[src/rtl/line_defs.svh]
`ifndef LINE_DEFS_SVH
`define LINE_DEFS_SVH

// Datapath geometry
`define LINE_PIX_W  8
`define LINE_ROWS   3
`define LINE_MAX_W  64
`define LINE_ADDR_W 6

// Register map, byte addresses on the AXI4-Lite port
`define LINE_REG_CTRL   4'h0
`define LINE_REG_WIDTH  4'h4
`define LINE_REG_STATUS 4'h8
`define LINE_REG_COUNT  4'hC

`endif

[src/rtl/ctrl_pkg.sv]
package ctrl_pkg;

    // Column scan FSM
    typedef enum logic [1:0] {
        st_idle,
        st_scan,
        st_drain
    } scan_state_t;

    // AXI4-Lite address and data words
    typedef logic [3:0]  axi_addr_t;
    typedef logic [31:0] axi_data_t;

    // Finished scans since reset
    typedef logic [15:0] scan_count_t;

endpackage

[src/rtl/pixel_pkg.sv]
`include "line_defs.svh"

package pixel_pkg;

    // One pixel
    typedef logic [`LINE_PIX_W-1:0] pixel_t;

    // ROWS pixels of one column, oldest row in the lowest slot
    typedef logic [`LINE_ROWS*`LINE_PIX_W-1:0] column_t;

    // Nine pixels need four bits above the pixel width
    typedef logic [`LINE_PIX_W+3:0] sum_t;

    // Column index within a row
    typedef logic [`LINE_ADDR_W-1:0] row_addr_t;

endpackage

[src/rtl/coupler_if.sv]
`timescale 1ns/1ns

interface coupler_if;
    import pixel_pkg::*;

    logic      full;
    logic      rd_en;
    row_addr_t rd_addr;
    logic      rd_last;
    column_t   col;
    logic      col_valid;

    // Row memories side
    modport coupler (
        output full, col, col_valid,
        input  rd_en, rd_addr, rd_last
    );

    // Scan FSM side
    modport scanner (
        input  full,
        output rd_en, rd_addr, rd_last
    );

endinterface

[src/rtl/cfg_regs.sv]
`timescale 1ns/1ns

`include "line_defs.svh"

module cfg_regs (
    input  logic                  clk,
    input  logic                  rst,
    input  ctrl_pkg::axi_addr_t   awaddr,
    input  logic                  awvalid,
    output logic                  awready,
    input  ctrl_pkg::axi_data_t   wdata,
    input  logic [3:0]            wstrb,
    input  logic                  wvalid,
    output logic                  wready,
    output logic [1:0]            bresp,
    output logic                  bvalid,
    input  logic                  bready,
    input  ctrl_pkg::axi_addr_t   araddr,
    input  logic                  arvalid,
    output logic                  arready,
    output ctrl_pkg::axi_data_t   rdata,
    output logic [1:0]            rresp,
    output logic                  rvalid,
    input  logic                  rready,
    output logic                  enable,
    output pixel_pkg::row_addr_t  row_width,
    input  logic                  full,
    input  logic                  busy,
    input  ctrl_pkg::scan_count_t scan_count
);
    import ctrl_pkg::*;

    logic      wr_take;
    axi_data_t rd_word;

    // AW and W are taken together, one write in flight
    assign wr_take = awvalid & wvalid & ~bvalid;
    assign awready = wr_take;
    assign wready  = wr_take;
    assign arready = ~rvalid;
    assign bresp   = 2'b00;
    assign rresp   = 2'b00;

    always_ff @(posedge clk) begin
        if (rst) begin
            enable    <= 1'b0;
            row_width <= '0;
            bvalid    <= 1'b0;
        end else begin
            if (wr_take && wstrb[0]) begin
                case (awaddr)
                    `LINE_REG_CTRL:  enable    <= wdata[0];
                    `LINE_REG_WIDTH: row_width <= wdata[`LINE_ADDR_W-1:0];
                    default: ;
                endcase
            end
            if (wr_take) begin
                bvalid <= 1'b1;
            end else if (bready) begin
                bvalid <= 1'b0;
            end
        end
    end

    always_comb begin
        case (araddr)
            `LINE_REG_CTRL:   rd_word = {31'b0, enable};
            `LINE_REG_WIDTH:  rd_word = {{(32-`LINE_ADDR_W){1'b0}}, row_width};
            `LINE_REG_STATUS: rd_word = {30'b0, busy, full};
            `LINE_REG_COUNT:  rd_word = {16'b0, scan_count};
            default:          rd_word = '0;
        endcase
    end

    always_ff @(posedge clk) begin
        if (rst) begin
            rvalid <= 1'b0;
        end else if (arvalid && arready) begin
            rvalid <= 1'b1;
        end else if (rready) begin
            rvalid <= 1'b0;
        end
    end

    always_ff @(posedge clk) begin
        if (arvalid && arready) begin
            rdata <= rd_word;
        end
    end

    a_bvalid_held: assert property (@(posedge clk) disable iff (rst)
        (bvalid && !bready) |=> bvalid);

endmodule

[src/rtl/line_filter_top.sv]
`timescale 1ns/1ns

module line_filter_top (
    input  logic                clk,
    input  logic                rst,
    input  ctrl_pkg::axi_addr_t s_axi_awaddr,
    input  logic                s_axi_awvalid,
    output logic                s_axi_awready,
    input  ctrl_pkg::axi_data_t s_axi_wdata,
    input  logic [3:0]          s_axi_wstrb,
    input  logic                s_axi_wvalid,
    output logic                s_axi_wready,
    output logic [1:0]          s_axi_bresp,
    output logic                s_axi_bvalid,
    input  logic                s_axi_bready,
    input  ctrl_pkg::axi_addr_t s_axi_araddr,
    input  logic                s_axi_arvalid,
    output logic                s_axi_arready,
    output ctrl_pkg::axi_data_t s_axi_rdata,
    output logic [1:0]          s_axi_rresp,
    output logic                s_axi_rvalid,
    input  logic                s_axi_rready,
    input  logic                pix_valid,
    input  pixel_pkg::pixel_t   pix_data,
    output logic                pix_ready,
    output logic                sum_valid,
    output pixel_pkg::sum_t     sum_data
);
    import pixel_pkg::*;
    import ctrl_pkg::*;

    logic        enable;
    logic        busy;
    row_addr_t   row_width;
    scan_count_t scan_count;

    coupler_if i_bus ();

    cfg_regs i_cfg_regs (
        .clk        (clk),
        .rst        (rst),
        .awaddr     (s_axi_awaddr),
        .awvalid    (s_axi_awvalid),
        .awready    (s_axi_awready),
        .wdata      (s_axi_wdata),
        .wstrb      (s_axi_wstrb),
        .wvalid     (s_axi_wvalid),
        .wready     (s_axi_wready),
        .bresp      (s_axi_bresp),
        .bvalid     (s_axi_bvalid),
        .bready     (s_axi_bready),
        .araddr     (s_axi_araddr),
        .arvalid    (s_axi_arvalid),
        .arready    (s_axi_arready),
        .rdata      (s_axi_rdata),
        .rresp      (s_axi_rresp),
        .rvalid     (s_axi_rvalid),
        .rready     (s_axi_rready),
        .enable     (enable),
        .row_width  (row_width),
        .full       (i_bus.full),
        .busy       (busy),
        .scan_count (scan_count)
    );

    row_coupler i_row_coupler (
        .clk       (clk),
        .rst       (rst),
        .row_width (row_width),
        .pix_valid (pix_valid),
        .pix_data  (pix_data),
        .pix_ready (pix_ready),
        .bus       (i_bus.coupler)
    );

    scan_ctrl i_scan_ctrl (
        .clk        (clk),
        .rst        (rst),
        .enable     (enable),
        .row_width  (row_width),
        .busy       (busy),
        .scan_count (scan_count),
        .bus        (i_bus.scanner)
    );

    window_sum i_window_sum (
        .clk       (clk),
        .rst       (rst),
        .col       (i_bus.col),
        .col_valid (i_bus.col_valid),
        .sum_valid (sum_valid),
        .sum_data  (sum_data)
    );

endmodule

[src/rtl/row_coupler.sv]
`timescale 1ns/1ns

`include "line_defs.svh"

module row_coupler (
    input  logic                 clk,
    input  logic                 rst,
    input  pixel_pkg::row_addr_t row_width,
    input  logic                 pix_valid,
    input  pixel_pkg::pixel_t    pix_data,
    output logic                 pix_ready,
    coupler_if.coupler           bus
);
    import pixel_pkg::*;

    localparam int PTR_W = $clog2(`LINE_ROWS);

    logic [PTR_W-1:0]      wr_ptr;
    row_addr_t             wr_addr;
    logic [`LINE_ROWS-1:0] row_full;
    logic                  pix_take;
    logic                  row_done;
    pixel_t                rd_data [`LINE_ROWS];

    assign bus.full  = &row_full;
    assign pix_ready = ~bus.full;
    assign pix_take  = pix_valid & pix_ready;
    assign row_done  = pix_take & (wr_addr == row_width - 1'b1);

    for (genvar i = 0; i < `LINE_ROWS; i++) begin : g_row
        row_ram i_row_ram (
            .clk     (clk),
            .wr_en   (pix_take && (wr_ptr == PTR_W'(i))),
            .wr_addr (wr_addr),
            .wr_data (pix_data),
            .rd_en   (bus.rd_en),
            .rd_addr (bus.rd_addr),
            .rd_data (rd_data[i])
        );
    end

    // Write pointer always sits on the oldest row once all rows are full
    always_ff @(posedge clk) begin
        if (rst) begin
            wr_ptr   <= '0;
            wr_addr  <= '0;
            row_full <= '0;
        end else begin
            if (row_done) begin
                wr_addr          <= '0;
                row_full[wr_ptr] <= 1'b1;
                wr_ptr           <= (wr_ptr == PTR_W'(`LINE_ROWS - 1)) ? '0 : wr_ptr + 1'b1;
            end else if (pix_take) begin
                wr_addr <= wr_addr + 1'b1;
            end
            // Last column read frees the oldest row
            if (bus.rd_en && bus.rd_last) begin
                row_full[wr_ptr] <= 1'b0;
            end
        end
    end

    always_ff @(posedge clk) begin
        if (rst) begin
            bus.col_valid <= 1'b0;
        end else begin
            bus.col_valid <= bus.rd_en;
        end
    end

    // Slot k takes row wr_ptr+k, so the oldest row lands in slot 0
    always_comb begin
        bus.col = '0;
        for (int k = 0; k < `LINE_ROWS; k++) begin
            bus.col[k*`LINE_PIX_W +: `LINE_PIX_W] = rd_data[(int'(wr_ptr) + k) % `LINE_ROWS];
        end
    end

    a_full_blocks_write: assert property (@(posedge clk) disable iff (rst)
        pix_take |-> !row_full[wr_ptr]);

    a_read_needs_full: assert property (@(posedge clk) disable iff (rst)
        bus.rd_en |-> bus.full);

endmodule

[src/rtl/row_ram.sv]
`timescale 1ns/1ns

`include "line_defs.svh"

module row_ram (
    input  logic                 clk,
    input  logic                 wr_en,
    input  pixel_pkg::row_addr_t wr_addr,
    input  pixel_pkg::pixel_t    wr_data,
    input  logic                 rd_en,
    input  pixel_pkg::row_addr_t rd_addr,
    output pixel_pkg::pixel_t    rd_data
);
    import pixel_pkg::*;

    pixel_t mem [`LINE_MAX_W];

    always_ff @(posedge clk) begin
        if (wr_en) begin
            mem[wr_addr] <= wr_data;
        end
    end

    // Registered read, output holds between reads
    always_ff @(posedge clk) begin
        if (rd_en) begin
            rd_data <= mem[rd_addr];
        end
    end

endmodule

[src/rtl/scan_ctrl.sv]
`timescale 1ns/1ns

module scan_ctrl (
    input  logic                  clk,
    input  logic                  rst,
    input  logic                  enable,
    input  pixel_pkg::row_addr_t  row_width,
    output logic                  busy,
    output ctrl_pkg::scan_count_t scan_count,
    coupler_if.scanner            bus
);
    import ctrl_pkg::*;

    scan_state_t state;
    logic        last_col;

    assign last_col    = (bus.rd_addr == row_width - 1'b1);
    assign bus.rd_en   = (state == st_scan);
    assign bus.rd_last = bus.rd_en & last_col;
    assign busy        = (state != st_idle);

    always_ff @(posedge clk) begin
        if (rst) begin
            state       <= st_idle;
            bus.rd_addr <= '0;
            scan_count  <= '0;
        end else begin
            case (state)
                st_idle: begin
                    bus.rd_addr <= '0;
                    if (bus.full && enable) begin
                        state <= st_scan;
                    end
                end
                st_scan: begin
                    if (last_col) begin
                        bus.rd_addr <= '0;
                        state       <= st_drain;
                    end else begin
                        bus.rd_addr <= bus.rd_addr + 1'b1;
                    end
                end
                // One cycle for the freed row flag to settle before idle
                st_drain: begin
                    scan_count <= scan_count + 1'b1;
                    state      <= st_idle;
                end
                default: begin
                    state <= st_idle;
                end
            endcase
        end
    end

    a_addr_in_row: assert property (@(posedge clk) disable iff (rst)
        (state == st_scan) |-> (bus.rd_addr < row_width));

endmodule

[src/rtl/window_sum.sv]
`timescale 1ns/1ns

`include "line_defs.svh"

module window_sum (
    input  logic               clk,
    input  logic               rst,
    input  pixel_pkg::column_t col,
    input  logic               col_valid,
    output logic               sum_valid,
    output pixel_pkg::sum_t    sum_data
);
    import pixel_pkg::*;

    sum_t       col_sum;
    sum_t       hist [2];
    logic [1:0] col_cnt;

    always_comb begin
        col_sum = '0;
        for (int k = 0; k < `LINE_ROWS; k++) begin
            col_sum = col_sum + sum_t'(col[k*`LINE_PIX_W +: `LINE_PIX_W]);
        end
    end

    // Two held column sums plus the incoming one form the window
    always_ff @(posedge clk) begin
        if (col_valid) begin
            hist[0] <= col_sum;
            hist[1] <= hist[0];
        end
        if (col_valid && col_cnt == 2'd2) begin
            sum_data <= col_sum + hist[0] + hist[1];
        end
    end

    // Column count saturates at two, cleared between scans
    always_ff @(posedge clk) begin
        if (rst) begin
            col_cnt   <= '0;
            sum_valid <= 1'b0;
        end else begin
            sum_valid <= col_valid && (col_cnt == 2'd2);
            if (!col_valid) begin
                col_cnt <= '0;
            end else if (col_cnt != 2'd2) begin
                col_cnt <= col_cnt + 1'b1;
            end
        end
    end

endmodule

[config.mk]
export PLATFORM = sky130hd
export DESIGN_NAME = line_filter_top
export DESIGN_NICKNAME = d
export VERILOG_FILES = /design/src/rtl/ctrl_pkg.sv /design/src/rtl/pixel_pkg.sv /design/src/rtl/coupler_if.sv /design/src/rtl/cfg_regs.sv /design/src/rtl/line_filter_top.sv /design/src/rtl/row_coupler.sv /design/src/rtl/row_ram.sv /design/src/rtl/scan_ctrl.sv /design/src/rtl/window_sum.sv
export VERILOG_INCLUDE_DIRS = /design/src /design/src/rtl
export SDC_FILE = /design/constraint.sdc
export NUM_CORES = 2
export LEC_CHECK = 0
export BUFFER_PORTS_ARGS = -buffer_cell sky130_fd_sc_hd__buf_2
export CORE_MARGIN = 5
export CORE_UTILIZATION = 25
export CTS_CLUSTER_DIAMETER = 60
export DETAILED_ROUTE_END_ITERATION = 10
export PLACE_DENSITY = 0.49
export SLEW_MARGIN = 20
export SYNTH_ARGS = -nofsm -noshare
export SYNTH_HDL_FRONTEND = slang
export SYNTH_SLANG_ARGS = --single-unit
[constraint.sdc]
create_clock -name clk -period 7.2 [get_ports clk]
set_input_delay 0.36 -clock clk [delete_from_list [all_inputs] [get_ports clk]]
set_output_delay 0.36 -clock clk [all_outputs]
set_load 0.02 [all_outputs]
==> flow_summary.json <==
{
  "status": "finished clean",
  "critical_path_class": "reg -> reg",
  "dr.first_iter.drc_count": 2745,
  "cap_viol_max_count": 0,
  "p_sw_mw": 4.14,
  "final_cell_mix": "1608 x edfxtp_1, 450 x mux4_2, 248 x nor2_1, 184 x clkbuf_16, 120 x nand2_1",
  "period_needed_ns": 6.13,
  "dr.pass1.iters": 8,
  "power_density_nw_per_um2": 260,
  "critPathRequiredTime_ns": 7.72,
  "synth_edf_count": 1608,
  "post_dp_cell_area_sq_um": 70400,
  "antenna_found_initial": 8,
  "cts_root_buf": "clkbuf_16",
  "p_leak_nw": 22.6,
  "slowest_delay_ns": 0.52,
  "period_share": 0.851,
  "report.final.slew_viol_count": 0,
  "final_common_cell": "edfxtp_1",
  "postSynthAreaPerCell_sq_um": 20.5,
  "die_h_microns": 524,
  "area_growth_syn_to_layout_pct": 15.6,
  "p_clk_frac": 0.453,
  "dieArea_sq_um": 275000,
  "finalHoldViolCount": 0,
  "slew_headroom": 0.253,
  "startpoint_type": "register",
  "rows": 188,
  "io_buffers": 65,
  "dp_slack_ns": 1.02,
  "design_area_sq_um": 76400,
  "p_seq_frac": 0.533,
  "grt_max_degree": 119,
  "cts_sinks": 1656,
  "rsz0062_at_grt": "no",
  "cts_htree_levels": 4,
  "core_area_sq_um": 263000,
  "worst_path_max_delay_cell": "nor2b_1",
  "layout_setup_ws_ns": 1.07,
  "ys_ff_latch": 1656,
  "synthCells": 3225,
  "avgRoutedWirePerCell_microns": 23.3,
  "drt_wl_total_microns": 164000,
  "antenna_left": 0,
  "ir_worst_vdd_mv": 0.197,
  "num_vias": 31216,
  "cp.arrival_ns": 6.64,
  "synth-seq-area-share": 0.745,
  "clkTransAtPathRegs_ns": 0.06,
  "worst_slew_pin_slew_ns": 1.12,
  "internal-power_mw": 15.7,
  "hold_path_class": "in -> reg",
  "yosysWarnings": 0,
  "ios": 115,
  "netlist-cell-type-count": 53,
  "place.gp.congestion": 0.740,
  "switching_share": 0.208,
  "cts.path.max_buffers": 3,
  "routed_via_density": 4.44,
  "combPwrFrac": 0.014,
  "ys_async_sr_fraction": 0,
  "die_width_microns": 524,
  "syn_area_sq_um": 66100,
  "grt_overflow": 0,
  "clock_skew_ns": 0.0348,
  "end_kind": "register",
  "fillCellCount": 25617,
  "synthFlopType": "edfxtp_1",
  "track_usage": 0.118,
  "crit_fanout": 19,
  "start_util": 0.251,
  "grt_pass1_wl_microns": 237000,
  "finalSetupTns_ns": 0,
  "cts_resized": 0,
  "cts_tree": "yes",
  "cts_buffers": 184,
  "clock_latency_ns": 0.83,
  "total_power_mw": 19.9,
  "setup_viol": 0,
  "nNetsFinal": 3472,
  "fmax_ghz": 0.163,
  "drc": 0,
  "hold_ws_ns": 0.0875,
  "grt_pass1_vias": 32049,
  "drive_gt1_frac": 0.234,
  "multiInputGateArea_sq_um": 15700,
  "hpwl_microns": 99600,
  "seq_area_sq_um": 49300
}
[repair_timing]
action / in CTS / in global routing
buffers inserted: 0 / 0
hold endpoints to repair: 74 / 0
hold buffers: 18 / 0
setup endpoints to repair: 0 / 0
[area by class of cell]
cell class / count / share of cell area
Clock inverter: 102 / 0.0130
Multi-Input combinational cell: 1324 / 0.205
Tap cell: 3515 / 0.0576
Sequential cell: 1656 / 0.645
Timing Repair Buffer: 127 / 0.0127
Clock buffer: 235 / 0.0628
Antenna cell: 1 / 0.0000328
Inverter: 71 / 0.00349
[cell usage after synthesis (2+ instances only)]
master	count	area, sq um
a211oi_1	6	45.0
a21boi_0	3	22.5
a21o_1	7	52.6
a21oi_1	41	205
a221o_1	36	360
a22oi_1	19	143
a31oi_1	2	12.5
and2_1	18	113
and3_1	6	37.5
and3b_1	3	26.3
buf_1	22	82.6
buf_2	26	130
buf_4	38	285
buf_6	14	158
clkbuf_1	93	349
dfxtp_1	48	961
edfxtp_1	1608	48300
fa_1	13	260
ha_1	35	438
inv_1	70	263
mux2i_1	98	981
mux4_2	450	10100
nand2_1	123	462
nand2b_1	3	18.8
nand3_1	23	115
nand4_1	5	31.3
nor2_1	257	965
nor2b_1	14	87.6
nor3_1	14	70.1
nor3b_1	9	67.6
o21a_1	3	22.5
o21ai_0	39	195
o31a_1	3	26.3
o41a_1	2	22.5
or2_2	2	12.5
or3_1	4	25.0
xnor2_1	30	263
xnor3_1	2	45.0
xor2_1	22	193
[final timing paths]
| kind | slack, ns | cells after the start | start | to |
|---|---|---|---|---|
| worst max-delay path | 1.07 | 27 | i_row_coupler.wr_ptr[0] | i_window_sum.sum_data[10] |
| worst min-delay path | 0.09 | 1 | pix_data[7] | i_row_coupler.g_row[2].i_row_ram.mem[10][7] |
| worst max register to register | 1.07 | 27 | i_row_coupler.wr_ptr[0] | i_window_sum.sum_data[10] |
| worst min register to register | 0.45 | 0 | i_window_sum.hist[0][1] | i_window_sum.hist[0][13] |
[per-layer routing]
| metal | global-route usage | vias to the layer above | wire length (microns) |
|---|---|---|---|
| li1 | - | 13414 | - |
| met2 | 0.184 | 834 | 76300 |
| met3 | 0.0270 | 211 | 10300 |
| met5 | 0 | - | 17 |
| met1 | 0.166 | 16753 | 73700 |
| met4 | 0.0304 | 4 | 3550 |
[critical path, delay by kind of cell, from the launching register on]
family	cells	cell delay, ns
xor gates and xnor gates	2	0.28
and+or+nand+nor	7	1.35
AOI/OAI and AO/OA	9	1.40
buffers and inverters	3	0.20
adders and majority gates	6	2.27
DFF	1	0.33
[state kept, by name, indices dropped and copies added, names as in the netlist, named ones only]
name and cells:
i_cfg_regs.bvalid 1, i_cfg_regs.enable 1, i_cfg_regs.rdata 16, i_cfg_regs.row_width 6, i_cfg_regs.rvalid 1, i_row_coupler.bus.col_valid 1
i_row_coupler.g_row.i_row_ram.mem 1536, i_row_coupler.g_row.i_row_ram.rd_data 24, i_row_coupler.wr_addr 6, i_row_coupler.wr_ptr 2, i_scan_ctrl.bus.rd_addr 6, i_scan_ctrl.scan_count 16
i_scan_ctrl.state 2, i_window_sum.col_cnt 2, i_window_sum.hist 20, i_window_sum.sum_data 12, i_window_sum.sum_valid 1
[cell families after synthesis]
kind of cell,count (synthesis),share of synthesized area
DFF,1656,0.745
muxes,548,0.168
and+or+nand+nor,487,0.0315
buffers and inverters,264,0.0192
AOI/OAI and AO/OA,167,0.0175
xor gates and xnor gates,54,0.00757
adders and majority gates,48,0.0106
other,1,0.0000568
[power by group through the flow]
| stage | clock (mW) | sequential (mW) | combinational, mW |
|---|---|---|---|
| 4_1_cts | 9.25 | 10.6 | 0.286 |
| 3_3_place_gp | 0 | 10.8 | 0.268 |
| 6_report | 9.01 | 10.6 | 0.280 |
| 5_1_grt | 9.66 | 10.6 | 0.302 |
| 2_1_floorplan | 0 | 10.8 | 0.0633 |
| 3_5_place_dp | 0 | 10.8 | 0.279 |
[metrics by stage]
stage / cells / util
6_report: 7031 / 0.291
5_1_grt: 7030 / 0.291
4_1_cts: 7030 / 0.291
3_5_place_dp: 6675 / 0.268
3_3_place_gp: 6675 / 0.268
2_1_floorplan: 3244 / -
(Power assumes the default switching activity.)
